[config.mk]
export PLATFORM = sky130hd
export DESIGN_NAME = uart_tx_top
export DESIGN_NICKNAME = d
export VERILOG_FILES = /design/src/fifo_pkg.sv /design/src/uart_pkg.sv /design/src/fifo_rd_if.sv /design/src/sync_fifo.sv /design/src/uart_tx.sv /design/src/uart_tx_top.sv
export VERILOG_INCLUDE_DIRS = /design/src /design/src/include
export SDC_FILE = /design/constraint.sdc
export NUM_CORES = 1
export LEC_CHECK = 0
export BUFFER_PORTS_ARGS = -buffer_cell sky130_fd_sc_hd__buf_4
export CAP_MARGIN = 20
export CORE_AREA = 2 2 88 90
export DETAILED_ROUTE_END_ITERATION = 8
export DIE_AREA = 0 0 90 92
export PLACE_DENSITY = 0.78
export REMOVE_ABC_BUFFERS = 1
export SYNTH_ARGS = -nofsm -noshare
export SYNTH_HDL_FRONTEND = slang
export SYNTH_SLANG_ARGS = --single-unit
[constraint.sdc]
create_clock -name clk -period 3.3 [get_ports clk]
set_input_delay 0.33 -clock clk [delete_from_list [all_inputs] [get_ports clk]]
set_output_delay 0.33 -clock clk [all_outputs]
set_load 0.03 [all_outputs]
[src/include/buf_cfg.svh]
`ifndef BUF_CFG_SVH
`define BUF_CFG_SVH

////////////////////////////////////////////////////////////////////////////
// byte buffer
////////////////////////////////////////////////////////////////////////////

`define BUF_DATA_W       8 // byte width
`define BUF_DEPTH        8 // fifo entries
`define BUF_A_FULL_THR   6 // level at or above
`define BUF_A_EMPTY_THR  2 // level at or below

////////////////////////////////////////////////////////////////////////////
// serial line
////////////////////////////////////////////////////////////////////////////

`define TX_CLKS_PER_BIT  4 // clocks per serial bit

`endif

[src/fifo_pkg.sv]
`default_nettype none

`include "buf_cfg.svh"

package fifo_pkg;

	// entry count, 0 up to full depth
	localparam int unsigned LEVEL_W = $clog2(`BUF_DEPTH + 1);

	typedef logic [LEVEL_W-1:0] fifo_level_t;

endpackage

`default_nettype wire

[src/uart_pkg.sv]
`default_nettype none

package uart_pkg;

	// parity opcode, sampled per frame
	typedef enum logic [1:0] {
		PAR_NONE = 2'd0,
		PAR_EVEN = 2'd1, // total ones even
		PAR_ODD  = 2'd2  // total ones odd
	} parity_e;

	// serializer fsm
	typedef enum logic [2:0] {
		ST_IDLE   = 3'd0,
		ST_START  = 3'd1,
		ST_DATA   = 3'd2,
		ST_PARITY = 3'd3,
		ST_STOP   = 3'd4
	} tx_state_e;

endpackage

`default_nettype wire

[src/fifo_rd_if.sv]
`timescale 1ns/10ps
`default_nettype none

`include "buf_cfg.svh"

// read side of the fifo, head entry always visible (fwft)
interface fifo_rd_if #(
	parameter int DATA_W = `BUF_DATA_W
) ();

	logic              rd_en;   // pop head at next edge
	logic [DATA_W-1:0] rd_data; // current head
	logic              empty;
	logic              a_empty;

	modport fifo_mp (
		input  rd_en,
		output rd_data,
		output empty,
		output a_empty
	);

	modport tx_mp (
		output rd_en,
		input  rd_data,
		input  empty
	);

endinterface

`default_nettype wire

[src/sync_fifo.sv]
`timescale 1ns/10ps
`default_nettype none

`include "buf_cfg.svh"

module sync_fifo import fifo_pkg::*; #(
	parameter int DATA_W      = `BUF_DATA_W,
	parameter int DEPTH       = `BUF_DEPTH,
	parameter int A_FULL_THR  = `BUF_A_FULL_THR,
	parameter int A_EMPTY_THR = `BUF_A_EMPTY_THR
) (
	input  logic              clk,
	input  logic              rst_n,

	input  logic              wr_en_i,
	input  logic [DATA_W-1:0] wr_data_i,
	output logic              full_o,
	output logic              a_full_o,
	output fifo_level_t       level_o,

	fifo_rd_if.fifo_mp        rd
);

	localparam int PTR_W = (DEPTH > 1) ? $clog2(DEPTH) : 1;
	localparam int CNT_W = $clog2(DEPTH + 1);

	localparam logic [PTR_W-1:0] LAST_PTR = PTR_W'(DEPTH - 1);

	////////////////////////////////////////////////////////////////////////////
	// storage and pointers
	////////////////////////////////////////////////////////////////////////////

	logic [DATA_W-1:0] mem [DEPTH];

	logic [PTR_W-1:0] head, head_n; // read side
	logic [PTR_W-1:0] tail, tail_n; // write side
	logic [CNT_W-1:0] cnt, cnt_n;

	logic full, a_full, empty, a_empty;

	logic do_wr;
	logic do_rd;

	assign do_wr = wr_en_i & ~full;  // dropped when full
	assign do_rd = rd.rd_en & ~empty; // ignored when empty

	always_comb begin
		head_n = head;
		tail_n = tail;
		cnt_n  = cnt;

		if (do_rd) begin
			head_n = (head == LAST_PTR) ? '0 : head + 1'b1;
		end

		if (do_wr) begin
			tail_n = (tail == LAST_PTR) ? '0 : tail + 1'b1;
		end

		// both at once leaves the count alone
		case ({do_wr, do_rd})
			2'b10:   cnt_n = cnt + 1'b1;
			2'b01:   cnt_n = cnt - 1'b1;
			default: cnt_n = cnt;
		endcase
	end

	always_ff @(posedge clk) begin
		if (do_wr) begin
			mem[tail] <= wr_data_i;
		end
	end

	////////////////////////////////////////////////////////////////////////////
	// control state and flags
	////////////////////////////////////////////////////////////////////////////

	// flags come from the next count, so they are one cycle behind the strobes
	always_ff @(posedge clk) begin
		if (!rst_n) begin
			head    <= '0;
			tail    <= '0;
			cnt     <= '0;
			full    <= 1'b0;
			a_full  <= 1'b0;
			empty   <= 1'b1;
			a_empty <= 1'b1;
		end else begin
			head    <= head_n;
			tail    <= tail_n;
			cnt     <= cnt_n;
			full    <= (cnt_n == CNT_W'(DEPTH));
			a_full  <= (cnt_n >= CNT_W'(A_FULL_THR));
			empty   <= (cnt_n == '0);
			a_empty <= (cnt_n <= CNT_W'(A_EMPTY_THR));
		end
	end

	assign rd.rd_data = mem[head];
	assign rd.empty   = empty;
	assign rd.a_empty = a_empty;

	assign full_o   = full;
	assign a_full_o = a_full;
	assign level_o  = fifo_level_t'(cnt);

endmodule

`default_nettype wire

[src/uart_tx.sv]
`timescale 1ns/10ps
`default_nettype none

`include "buf_cfg.svh"

module uart_tx import uart_pkg::*; #(
	parameter int DATA_W       = `BUF_DATA_W,
	parameter int CLKS_PER_BIT = `TX_CLKS_PER_BIT
) (
	input  logic       clk,
	input  logic       rst_n,

	input  logic       tx_en_i,  // only looked at in idle
	input  parity_e    parity_i,

	fifo_rd_if.tx_mp   rd,

	output logic       txd_o,
	output logic       busy_o
);

	localparam int CNT_W = (CLKS_PER_BIT > 1) ? $clog2(CLKS_PER_BIT) : 1;
	localparam int IDX_W = (DATA_W > 1) ? $clog2(DATA_W) : 1;

	localparam logic [CNT_W-1:0] LAST_CLK = CNT_W'(CLKS_PER_BIT - 1);
	localparam logic [IDX_W-1:0] LAST_IDX = IDX_W'(DATA_W - 1);

	tx_state_e state;

	logic [CNT_W-1:0]  clk_cnt; // clocks within the current bit
	logic [IDX_W-1:0]  bit_idx; // data bit on the line
	logic [DATA_W-1:0] sreg;    // remaining data bits, lsb next
	parity_e           par_mode;
	logic              par_bit;

	logic              txd;
	logic              busy;

	logic              pop;
	logic              bit_end;

	////////////////////////////////////////////////////////////////////////////
	// pop and bit timing
	////////////////////////////////////////////////////////////////////////////

	assign pop     = (state == ST_IDLE) & tx_en_i & ~rd.empty;
	assign bit_end = (clk_cnt == LAST_CLK);

	assign rd.rd_en = pop;

	// byte and parity mode are captured on the pop edge
	always_ff @(posedge clk) begin
		if (pop) begin
			sreg     <= rd.rd_data;
			par_mode <= parity_i;
			par_bit  <= (parity_i == PAR_ODD) ? ~(^rd.rd_data) : ^rd.rd_data;
		end else if (bit_end && (state == ST_START || state == ST_DATA)) begin
			sreg <= sreg >> 1;
		end
	end

	////////////////////////////////////////////////////////////////////////////
	// frame fsm
	////////////////////////////////////////////////////////////////////////////

	always_ff @(posedge clk) begin
		if (!rst_n) begin
			state   <= ST_IDLE;
			clk_cnt <= '0;
			bit_idx <= '0;
			txd     <= 1'b1; // line idles high
			busy    <= 1'b0;
		end else begin
			if (state == ST_IDLE || bit_end) begin
				clk_cnt <= '0;
			end else begin
				clk_cnt <= clk_cnt + 1'b1;
			end

			case (state)
				ST_IDLE: begin
					if (pop) begin
						state <= ST_START;
						txd   <= 1'b0; // start bit
						busy  <= 1'b1;
					end
				end

				ST_START: begin
					if (bit_end) begin
						state   <= ST_DATA;
						bit_idx <= '0;
						txd     <= sreg[0];
					end
				end

				ST_DATA: begin
					if (bit_end) begin
						if (bit_idx == LAST_IDX) begin
							if (par_mode == PAR_NONE) begin
								state <= ST_STOP;
								txd   <= 1'b1;
							end else begin
								state <= ST_PARITY;
								txd   <= par_bit;
							end
						end else begin
							bit_idx <= bit_idx + 1'b1;
							txd     <= sreg[0]; // already shifted
						end
					end
				end

				ST_PARITY: begin
					if (bit_end) begin
						state <= ST_STOP;
						txd   <= 1'b1;
					end
				end

				ST_STOP: begin
					if (bit_end) begin
						state <= ST_IDLE; // one idle cycle before next pop
						busy  <= 1'b0;
					end
				end

				default: begin
					state <= ST_IDLE;
					txd   <= 1'b1;
					busy  <= 1'b0;
				end
			endcase
		end
	end

	assign txd_o  = txd;
	assign busy_o = busy;

endmodule

`default_nettype wire

[src/uart_tx_top.sv]
`timescale 1ns/10ps
`default_nettype none

`include "buf_cfg.svh"

module uart_tx_top import fifo_pkg::*, uart_pkg::*; (
	input  logic                  clk,
	input  logic                  rst_n,

	// byte input, plain strobe
	input  logic                  wr_en_i,
	input  logic [`BUF_DATA_W-1:0] wr_data_i,

	input  logic                  tx_en_i,
	input  parity_e               parity_i,

	// fifo status
	output logic                  full_o,
	output logic                  a_full_o,
	output logic                  empty_o,
	output logic                  a_empty_o,
	output fifo_level_t           level_o,

	// serial side
	output logic                  txd_o,
	output logic                  busy_o
);

	fifo_rd_if #(
		.DATA_W (`BUF_DATA_W)
	) rd_if ();

	sync_fifo #(
		.DATA_W      (`BUF_DATA_W),
		.DEPTH       (`BUF_DEPTH),
		.A_FULL_THR  (`BUF_A_FULL_THR),
		.A_EMPTY_THR (`BUF_A_EMPTY_THR)
	) fifo_i (
		.clk       (clk),
		.rst_n     (rst_n),
		.wr_en_i   (wr_en_i),
		.wr_data_i (wr_data_i),
		.full_o    (full_o),
		.a_full_o  (a_full_o),
		.level_o   (level_o),
		.rd        (rd_if.fifo_mp)
	);

	uart_tx #(
		.DATA_W       (`BUF_DATA_W),
		.CLKS_PER_BIT (`TX_CLKS_PER_BIT)
	) tx_i (
		.clk      (clk),
		.rst_n    (rst_n),
		.tx_en_i  (tx_en_i),
		.parity_i (parity_i),
		.rd       (rd_if.tx_mp),
		.txd_o    (txd_o),
		.busy_o   (busy_o)
	);

	// read side flags straight off the interface
	assign empty_o   = rd_if.empty;
	assign a_empty_o = rd_if.a_empty;

endmodule

`default_nettype wire

---- After elaboration in Yosys (flattened, before gate mapping) ----
Memories as Yosys holds them, arrays and structs flattened. A register that Yosys moved wholly into a read port is not among the register bits.
Index checks and enable logic that the tools add are counted.
storage, ports and cells
  register bits after elaboration ......... 35
  RAM bits ................................ 64
  output and inout bits ................... 10
  logic and storage cells ................. 99
  memories ................................ 1
memory list
  name        depth  width  read ports  clocked after Yosys merged registers in  wr ports  line             source
  fifo_i.mem  8      8      1           1                                        1         sync_fifo.sv:33  logic [DATA_W-1:0] mem [DEPTH];
operators by class
  add/sub/neg operators ................... 6
  order comparisons ....................... 2
  eq/ne operators ......................... 19
  muxes and demuxes ....................... 31
  bitwise gates (word level) .............. 10
  reductions and logical operators ........ 15
operators with widths
  kind                   number
  $mux W3                13
  $mux W8                2
  $pmux W3 S5            1
  $eq A3 B3 Y1 const B   4
  $mux W1                11
  $add A3 B1 Y3 const B  3
  $ne A2 B1 Y1 const B   4
  $pmux W4 S2            1
  $reduce_xor A8 Y1      1
  $eq A2 B2 Y1 const B   3
  $eq A3 B2 Y1 const B   2
  $ne A2 B2 Y1 const B   3
  $not A1 Y1             6
  $pmux W3 S2            1
  $reduce_and A6 Y1      1
  $pmux W1 S5            1
  $reduce_and A5 Y1      1
  $add A4 B1 Y4 const B  1
  $and A1 B1 Y1          4
  $eq A4 B4 Y1 const B   1
  $ge A4 B3 Y1 const B   1
  $le A4 B2 Y1 const B   1
  $logic_not A4 Y1       1
  $reduce_and A4 Y1      1
  other kinds (13)       15

---- Longest topological paths before layout ----
Gate-level depths: netlist of run 1.
  depth in word-level cells ............... 7
  depth in mapped cells ................... 12

---- Hierarchy ----
A second synthesis of run 1 with hierarchy kept.
unflattened totals
  cells, all modules ...................... 291
  area total of the unflattened synthesis .. 4389.2 um^2
by module, submodules not included
  module     times used  cells an instance  area an instance (um^2)
  sync_fifo  1           190                3284.4
  uart_tx    1           101                1104.8

---- Least setup slack after synthesis of run 1 ----
No wires, ideal clock.
  kind .................................... flip-flop to flip-flop
  start point ............................. register fifo_i.empty, in the netlist fifo_i.rd.empty
  end point ............................... register fifo_i.a_full, in the netlist fifo_i.a_full_o
  library setup time ...................... 0.059 ns
  arrival ................................. 2.671 ns
  data required time ...................... 3.241 ns
  path slack .............................. 0.570 ns
  stages on the path, launching flop included .. 13
  path buffers ............................ 1
  cells stage by stage .................... dfxtp_1 > nand2b_1 > nand2b_1 > clkbuf_1 > inv_1 > ha_1 > xor2_1 > ha_1 > a21oi_1 > xor2_1 > or3_1 > a21oi_1 > a22o_1
between the ends
  longest elaborated chain between the ends .. 6
  elaborated cells on any way between the ends .. 7
  classes of those cells .................. order compare (1); eq/ne (2); mux (1); bitwise (3)
ends and longest elaborated chain
  item                                                 line                            source
  from (decl)                                          sync_fifo.sv:39                 logic full, a_full, empty, a_empty;
  from (signal assigned)                               sync_fifo.sv:94                 empty <= (cnt_n == '0);
  $not A1 Y1 *                                         sync_fifo.sv:45, uart_tx.sv:46
  $and A1 B1 Y1                                        uart_tx.sv:46                   assign pop = (state == ST_IDLE) & tx_en_i & ~rd.empty;
  $and A1 B1 Y1 *                                      sync_fifo.sv:45                 assign do_rd = rd.rd_en & ~empty;
  $eq A2 B1 Y1 / $eq A2 B2 Y1 (equally long branches)  sync_fifo.sv:61                 case ({do_wr, do_rd})
  $pmux W4 S2 *                                        sync_fifo.sv:61
  $ge A4 B3 Y1 *                                       sync_fifo.sv:93                 a_full <= (cnt_n >= CNT_W'(A_FULL_THR));
  to (signal assigned)                                 sync_fifo.sv:93
  to (decl)                                            sync_fifo.sv:39
Mark *: on every way between the ends. The rest lies on a longest branch, timed or not.
A chain may end at the register's enable or synchronous reset.

==> metrics.cfg, run 1 <==
[finish]
diodes=0
fin_util_pct=64.99
nets=344
nFillCells=556
area_delta_synth_final_pct=11.92
drive_gt1_share_pct=17.23
final_cell_area_um2=4840

[grt]
gr-total-overflow=0
grt_antenna_before_repair=0
track_usage_pct=19.13
grt_pass1_wl_um=11830
grt_pass1_vias=2382
grt_max_degree=24

[yosys]
synth_common_cells=75 x edfxtp_1, 27 x dfxtp_1, 17 x nor2_1, 16 x a21oi_1, 16 x o21ai_0
synth_top_cell_by_area=edfxtp_1
synth_edf_count=75
syn_avg_cell_area_um2=14.96
ys.warnings.count=0
synthFlopType=edfxtp_1
yosysMostFrequentCell=edfxtp_1
ys_async_sr_fraction_pct=0
synthCells=289
seq_area_frac_synth_pct=64.58
synth_cell_type_count=40
ys_ff_latch=102
yosys.area.top_type_share_pct=52.08
ys_top_cells_by_area=edfxtp_1 52%, dfxtp_1 13%, mux4_1 6.7%
synthesis.area_um2=4324

[pwr]
p_leak_uw=0.001726
power_frac_seq_pct=53.8
switching_share_pct=28.93
power_switching_uw=825.1
combPwrFrac_pct=18.5
p_clk_share_pct=27.6
p_int_uw=2027
vdd_drop_max_mv=0.3531
power_per_cell_area_nw_per_um2=589.4

[critical_path]
cp-start-kind=flop
worstRegToRegCells=6
r2r_slack_ns=0.66
critPathRequiredTime_ns=3.41
path_class=flop to flop
r2r_end=tx_i.par_bit$_DFFE_PP_
cp-end-kind=flop
worstPathMaxFanout=9
arrival_ns=2.75

[timing]
rsz0062_at_grt=false
tns_ns=0
finalSetupViolCount=0
max_freq_ghz=0.3781
maxSlewHeadroom_pct=42.26
period_needed_ns=2.645
finalCritPeriodShare_pct=80.14
hold_viol=0
fin_skew_ns=0.02033
slew_viol_final=0
tightest_slew_ns=0.8629

[die]
num_rows=32
die-area_um2=8280
coreArea_um2=7447
initial_core_util_pct=58.06
die_height_um=92
io_pins=24
die_x_um=90

[route]
post_drt_wl_per_cell_um=17.43
viasPerCell=5.698
vias=2433
remaining_drc_errors=0
ant_nets=0
drt_iter0_markers=122
routed_wl_um=7443
drtPass1Iterations=4

[clock_tree]
cts.sink_count=102
clk_path_buf_depth=2
cts_hold_buf=0
numCtsBuffers=9
clockRootBuffer=clkbuf_8
clock_latency_ns=0.38
cts_tree=built
cts.reportedPaths.clkPinSlew_ns=0.10
post_cts_buffers=0
postCtsResizedCells=0
htreeDepth=3

[job]
maxCapViolCount=0

[placement]
place_area_um2=4624
dp_hpwl_um=5006
gp_congestion=0.8019
port_buffers=23

[run_status]
status=finished, final reports clean

[worst_hold_path]
hp-start=parity_i[1]
whs_path_depth=1
hold_path_class=primary input to flop
min_to=tx_i.par_mode[1]$_DFFE_PP_

==> worst max path at each step <==
| stage | start | endpoint |
|---|---|---|
| floorplan | fifo_i.rd.empty$_SDFF_PN1_ | fifo_i.a_full_o$_SDFF_PN0_ |
| global placement | flop | tx_i.par_bit$_DFFE_PP_ |
| detailed placement | flop | tx_i.par_bit$_DFFE_PP_ |
| CTS | flop | tx_i.par_bit$_DFFE_PP_ |
| global route | tx_i.state[0]$_SDFFE_PN0P_ | fifo_i.a_full_o$_SDFF_PN0_ |
| finish | flop | tx_i.par_bit$_DFFE_PP_ |
==> power groups by stage <==
stage                     Combinational [uW]  Clock, uW  Sequential [uW]
after floorplan                          308          0             1620
after global placement                   516          0             1560
after detailed placement                 530          0             1570
after CTS                                533        809             1540
after global routing                     576        852             1550
final                                    529        788             1540
==> flip-flops by register name, indices dropped and copies added (netlist names), 2 cells and up, named ones only <==
signal and cells:
fifo_i.mem 64, tx_i.sreg 8, fifo_i.level_o 4, fifo_i.head 3
fifo_i.tail 3, tx_i.bit_idx 3, tx_i.state 3, tx_i.clk_cnt 2
tx_i.par_mode 2
==> per-layer routing <==
layer  global-route usage (%)  up-vias  share of wire [%]
met4                    8.590        0                2.7
met1                    24.00     1184                 44
met5                        0        -                  0
met3                    4.026       20                3.6
met2                    32.33       55                 50
li1                         -     1174                  -
==> layout make-up <==
class	count	area (um2)	share of cell area, %
timing repair buffer	33	247.7	5.119
inverter	6	22.52	0.4654
clock inverter	7	91.34	1.887
clock buffer	9	123.9	2.559
multi-input combinational	168	1434	29.63
tap	102	127.6	2.637
sequential	102	2793	57.70
==> worst max-delay path, cell delays in order, from the launching register on <==
cell and delay, ns:
dfxtp_1 0.57, buf_4 0.28, mux4_1 0.57, mux2i_1 0.24, xnor2_1 0.18, xnor2_1 0.14, xnor3_1 0.41
==> stage by stage <==
step | instances | power [uW] | hold slack, ns | setup WS [ns]
after floorplan | 276 | 1926 | 0.4062 | 0.5247
after global placement | 411 | 2079 | 0.4142 | 0.7264
after detailed placement | 411 | 2095 | 0.4261 | 0.6730
after CTS | 427 | 2878 | 0.1300 | 0.6377
final | 427 | 2853 | 0.1441 | 0.6553
after global routing | 427 | 2974 | 0.1302 | 0.4487
==> kinds of logic (layout without fill, tap and decap cells) <==
group | count (synthesis) | in the layout | share of synthesized area (%)
and+or+nand+nor | 67 | 67 | 7.899
buffers and inverters | 19 | 55 | 2.257
adders and majority gates | 10 | 10 | 2.894
DFF | 102 | 102 | 64.58
xor gates and xnor gates | 14 | 14 | 3.154
muxes | 29 | 29 | 12.62
AOI/OAI and AO/OA | 48 | 48 | 6.598
==> cells in the final DEF (no fill, tap or decap), types with 6 or more instances in the layout <==
cell,netlist,routed
mux2i_1,11,11
buf_4,0,33
xnor2_1,7,7
nand2b_1,14,14
edfxtp_1,75,75
mux4_1,11,11
nor3_1,12,12
nand2_1,12,12
xor2_1,6,6
dfxtp_1,27,27
nor2_1,17,17
clkbuf_8,0,9
o21ai_0,16,16
ha_1,10,10
a21oi_1,16,16
Note: power is estimated with default switching activity, not from simulation.
==> run 2, diff against run 1 <==
ABC_AREA = 1   (was unset)
CORE_AREA = 2 2 92 94   (was 2 2 88 90)
DIE_AREA = 0 0 94 96   (was 0 0 90 92)
PLACE_DENSITY = 0.77   (was 0.78)
clock period = 2.7 ns   (was 3.3 ns; I/O delays follow)
==> run 2 against run 1 <==
  * Count of clock-buffer cells in the layout unchanged
  * Synthesized cell count increased by 85%
  * Clock skew decreased by 0.0074 ns
  * Combinational power increased to 2.8 times the previous value
  * Non-clock buffer count increased by 1
  * Critical path depth increased by 11
==> metrics.cfg, run 2 <==
[run_status]
status=finished, final reports clean

[yosys]
yosys.area.top_type_share_pct=47.86
ys_async_sr_fraction_pct=0
synthFlopType=edfxtp_1
synth_common_cells=187 x nand2_1, 83 x inv_1, 75 x edfxtp_1, 43 x nand3_1, 39 x nor2_1
ys.warnings.count=0
syn_avg_cell_area_um2=8.779
yosysMostFrequentCell=nand2_1
seq_area_frac_synth_pct=59.35
synth_edf_count=75
synth_cell_type_count=26
synthesis.area_um2=4706
synth_top_cell_by_area=edfxtp_1
synthCells=536
ys_top_cells_by_area=edfxtp_1 48%, nand2_1 15%, dfxtp_1 11%
ys_ff_latch=102

[timing]
period_needed_ns=2.259
holdWs_ns=0.07732
slew_viol_final=0
tightest_slew_ns=0.9012
rsz0062_at_grt=false
fin_skew_ns=0.01289
finalCritPeriodShare_pct=83.68
max_freq_ghz=0.4426
maxSlewHeadroom_pct=39.70
tns_ns=0
finalSetupViolCount=0
hold_viol=0

[finish]
multiInputGateArea_um2=1491
layout_common_cells=187 x nand2_1, 83 x inv_1, 75 x edfxtp_1, 43 x nand3_1, 39 x nor2_1
nets=589
drive_gt1_share_pct=9.474
diodes=0
fin_cells=675
seq_area_um2=2793
nFillCells=627
area_delta_synth_final_pct=9.785
top_register=fifo_i.mem
final_common_cell=nand2_1
largest_reg_flops=64

[pwr]
p_int_uw=2707
totalPowerFinal_uw=4344
vdd_drop_max_mv=0.3780
combPwrFrac_pct=34.2
p_leak_uw=0.002430
power_per_cell_area_nw_per_um2=840.9
power_switching_uw=1637
switching_share_pct=37.69
p_clk_share_pct=20.2
power_frac_seq_pct=45.6

[critical_path]
cpPeakStageDelay_ns=0.33
path_class=flop to flop
path_common_cell=inv_1
crit_chain=inv_1, nand2_1, nor2_1, nand2_1, inv_1, ha_1, nand2_1, inv_1, nor2_1, ha_1, inv_1, o21ai_0, inv_1, nand3_1, nand2_1, nand2_1, inv_1
r2r_slack_ns=0.44
cpLargestDelayFamily=simple AND/OR/NAND/NOR gates
cp-start-kind=flop
critPathRequiredTime_ns=2.99
path_buf_inv=6
cp-end-kind=flop
cp_slowest_cell=dfxtp_1
arrival_ns=2.55
worstPathMaxFanout=5

[clock_tree]
clock_latency_ns=0.38
cts_hold_buf=0
clockRootBuffer=clkbuf_8
post_cts_buffers=0
htreeDepth=3
postCtsResizedCells=0
cts.reportedPaths.clkPinSlew_ns=0.10
clk_path_buf_depth=2
numCtsBuffers=9
cts.sink_count=102
cts_tree=built

[grt]
track_usage_pct=21.53
grt_use_met3_pct=3.681
grt-busiest-layer=met2
met2_usage_pct=35.36
grt_antenna_before_repair=0
gr-total-overflow=0
grt_pass1_vias=3221
grt_util_met1_pct=27.93
grt_max_degree=34
grt_pass1_wl_um=14510

[job]
maxCapViolCount=0

[route]
drtPass1Iterations=5
ant_nets=0
vias=3419
remaining_drc_errors=0
viasPerCell=5.065
drt_iter0_markers=194
post_drt_wl_per_cell_um=13.23
routed_wl_um=8929

[die]
die-area_um2=9024
die_x_um=94
num_rows=33
io_pins=24
initial_core_util_pct=58.45
die_height_um=96
coreArea_um2=8051

[placement]
gp_congestion=0.7712
dp_hpwl_um=6068
port_buffers=23
post-place-cells=659

[worst_hold_path]
hold_path_class=primary input to flop

## run 2: path summary, 6_finish.rpt
path | startpoint | to | depth (start not counted)
worst max-delay path | tx_i.state[0]$_SDFFE_PN0P_ | fifo_i.rd.empty$_SDFF_PN1_ | 17
worst max register to register | tx_i.state[0]$_SDFFE_PN0P_ | fifo_i.rd.empty$_SDFF_PN1_ | 17
worst min-delay path | parity_i[0] | tx_i.par_mode[0]$_DFFE_PP_ | 1
worst min register to register | tx_i.clk_cnt[0]$_SDFF_PP0_ | tx_i.clk_cnt[0]$_SDFF_PP0_ | 1
## run 2: kinds of logic after synthesis
group	share of synthesized area [%]
adder cells (fa/ha/maj)	2.659
XOR/XNOR	0.7446
AND/OR/NAND/NOR	23.40
flip-flops	59.35
AO/OA/AOI/OAI	4.892
buffers and inverters	8.960
## run 2: cell type report
class / count / area share [%]
flip-flops and latches: 102 / 54.06
multi-input cells: 332 / 28.87
inverters: 86 / 6.248
repair buffers: 34 / 4.941
well taps: 105 / 2.543
clock buffers: 9 / 2.398
clock inverters: 7 / 0.9445
## run 2: per-stage QoR
stage | utilization [%] | setup WS [ns] | cell area (um2)
detailed placement | 62.02 | 0.4967 | 4994
floorplan | - | 0.3436 | 4607
CTS | 64.16 | 0.4725 | 5166
finish | 64.16 | 0.4407 | 5166
global placement | 62.02 | 0.6161 | 4994
global route | 64.16 | 0.1714 | 5166
## run 2: routing by layer
metal | vias up | part of all wire (%) | routed length, um
li1 | 1754 | - | -
met1 | 1561 | 44 | 3970
met2 | 85 | 48 | 4254
met3 | 19 | 5.5 | 495
met4 | 0 | 2.3 | 208
met5 | - | 0 | 0
## run 2: power by group through the flow
stage | Clock [uW] | Sequential [uW] | Combinational (uW)
6_report | 879 | 1980 | 1490
5_1_grt | 949 | 2000 | 1710
4_1_cts | 889 | 1980 | 1480
3_5_place_dp | 0 | 2010 | 1470
3_3_place_gp | 0 | 2010 | 1430
2_1_floorplan | 0 | 2140 | 938
==> run 3, diff against run 2 <==
clock period = 2.2 ns   (was 2.7 ns; I/O delays follow)
==> run 3 against run 2 <==
  * Register-to-register slack lost 0.29 ns
  * Via count increased by 1.6%
  * Count of clock-buffer cells in the layout grew 2
  * Total power rose by 24%
  * Hold slack got worse by 0.027 ns
  * Largest power group unchanged
  * Non-clock buffer count is 5 higher
  * Setup slack worse by 0.29 ns
  * First-iteration DRC count decreased by 9.3%
  * Cell count grew 0.74%
  * Critical endpoint is now fifo_i.rd.a_empty$_SDFF_PN1_
==> metrics.cfg, run 3 (synthesis gave the netlist of run 2 again) <==
[pwr]
vdd_drop_max_mv=0.4865
p_leak_uw=0.002459
totalPowerFinal_uw=5397
power_per_cell_area_nw_per_um2=1032

[clock_tree]
numCtsBuffers=9
htreeDepth=3
cts.reportedPaths.clkPinSlew_ns=0.10
cts_tree=built
clk_path_buf_depth=2
cts.sink_count=102
clockRootBuffer=clkbuf_8
clock_latency_ns=0.36

[worst_hold_path]
hold_path_class=primary input to flop

[timing]
period_needed_ns=2.053
maxSlewHeadroom_pct=65.00
setup_slack_ns=0.1470
hold_viol=0
finalCritPeriodShare_pct=93.32
tightest_slew_ns=0.5245
slew_viol_final=0
finalSetupViolCount=0
max_freq_ghz=0.4871
fin_skew_ns=0.01464

[critical_path]
path_buf_inv=5
cp_slowest_cell=dfxtp_2
cp-end-kind=flop
path_class=flop to flop
cpPeakStageDelay_ns=0.35
crit_chain=inv_2, nand2_1, nor2_2, nand2_2, inv_2, ha_4, nand2_1, inv_1, nor2_2, ha_2, a21oi_2, xor2_1, nand2_1, o21ai_1, nor2_1, inv_1, nand3_1, inv_1
cpLargestDelayFamily=simple AND/OR/NAND/NOR gates
worstPathMaxFanout=4
arrival_ns=2.37
critPathRequiredTime_ns=2.52
cp-start-kind=flop

[run_status]
status=finished, final reports clean

[route]
viasPerCell=5.106
drtPass1Iterations=5
vias=3472
ant_nets=0
remaining_drc_errors=0
drt_iter0_markers=176
routed_wl_um=9075
post_drt_wl_per_cell_um=13.35

[finish]
top_register=fifo_i.mem
nets=594
final_common_cell=nand2_1
drive_gt1_share_pct=12.17
largest_reg_flops=64
fin_cells=680
nFillCells=666
layout_common_cells=186 x nand2_1, 82 x inv_1, 75 x edfxtp_1, 43 x nand3_1, 39 x buf_4
diodes=0
multiInputGateArea_um2=1529
area_delta_synth_final_pct=11.17
seq_area_um2=2795

[placement]
gp_congestion=0.8271
dp_hpwl_um=6149
post-place-cells=662
dp_worst_setup_slack_ns=0.01983
port_buffers=23

[grt]
gr-total-overflow=0
grt_antenna_before_repair=0
grt_pass1_wl_um=14820
track_usage_pct=21.60
grt_max_degree=30
grt_pass1_vias=3306

[die]
num_rows=33
io_pins=24
coreArea_um2=8051
die_height_um=96
die_x_um=94
initial_core_util_pct=58.45
die-area_um2=9024

[job]
maxCapViolCount=0

==> run 3: cell count changes in the layout (fill, tap and decap cells not counted), moves of 2 or more <==
cell and delta:
buf_4 +5, inv_4 +4, o21ai_0 -3, clkbuf_1 +2, clkinv_1 -2, dfxtp_1 -2
dfxtp_2 +2, ha_1 -2, inv_2 +2, nor2_1 -2, nor2_2 +2, o21ai_1 +2
==> run 3: path summary, 6_finish.rpt <==
path	from	end	slack, ns	cells past startpoint
setup / recovery	tx_i.state[1]$_SDFFE_PN0P_	fifo_i.rd.a_empty$_SDFF_PN1_	0.15	18
setup reg to reg	tx_i.state[1]$_SDFFE_PN0P_	fifo_i.rd.a_empty$_SDFF_PN1_	0.15	18
hold / removal	parity_i[0]	tx_i.par_mode[0]$_DFFE_PP_	0.05	1
hold reg to reg	tx_i.clk_cnt[0]$_SDFF_PP0_	tx_i.clk_cnt[0]$_SDFF_PP0_	0.42	1
==> run 3: routing by layer <==
layer  vias to the layer above  GRT usage, %  routed length (um)
met5                         -             0                   0
met4                         0         7.126                 130
met3                        16         3.837                 391
met2                        90         37.74                4569
met1                      1603         27.44                3984
li1                       1763             -                   -
==> run 3: area by class of cell <==
| cell class | instances | share of cell area, % |
|---|---|---|
| sequential | 102 | 53.43 |
| multi-input combinational | 332 | 29.23 |
| inverter | 86 | 6.219 |
| timing repair buffer | 39 | 5.597 |
| clock buffer | 11 | 2.511 |
| tap | 105 | 2.511 |
| clock inverter | 5 | 0.5023 |
==> run 3: timing repair <==
item	in CTS	in global routing
hold buffers	0	0
endpoints found under the setup margin	2	8
buffers inserted	1	1
pin swaps	2	4
gates resized for setup	2	17
==> run 3: metrics by stage <==
step                      hold slack, ns  cell area, um2  TNS [ns]  utilization [%]
after floorplan                   0.3189            4607   -0.5522                -
after global placement            0.4076            5016         0            62.30
after detailed placement          0.4115            5016         0            62.30
final                            0.05034            5231         0            64.97
after global routing             0.03621            5231  -0.05021            64.97
after CTS                        0.03741            5184         0            64.38
==> run 3: power breakdown <==
part	switching (uW)	internal, uW	total [uW]
sequential	128	2320	2450
combinational	1290	648	1940
clock	606	408	1010
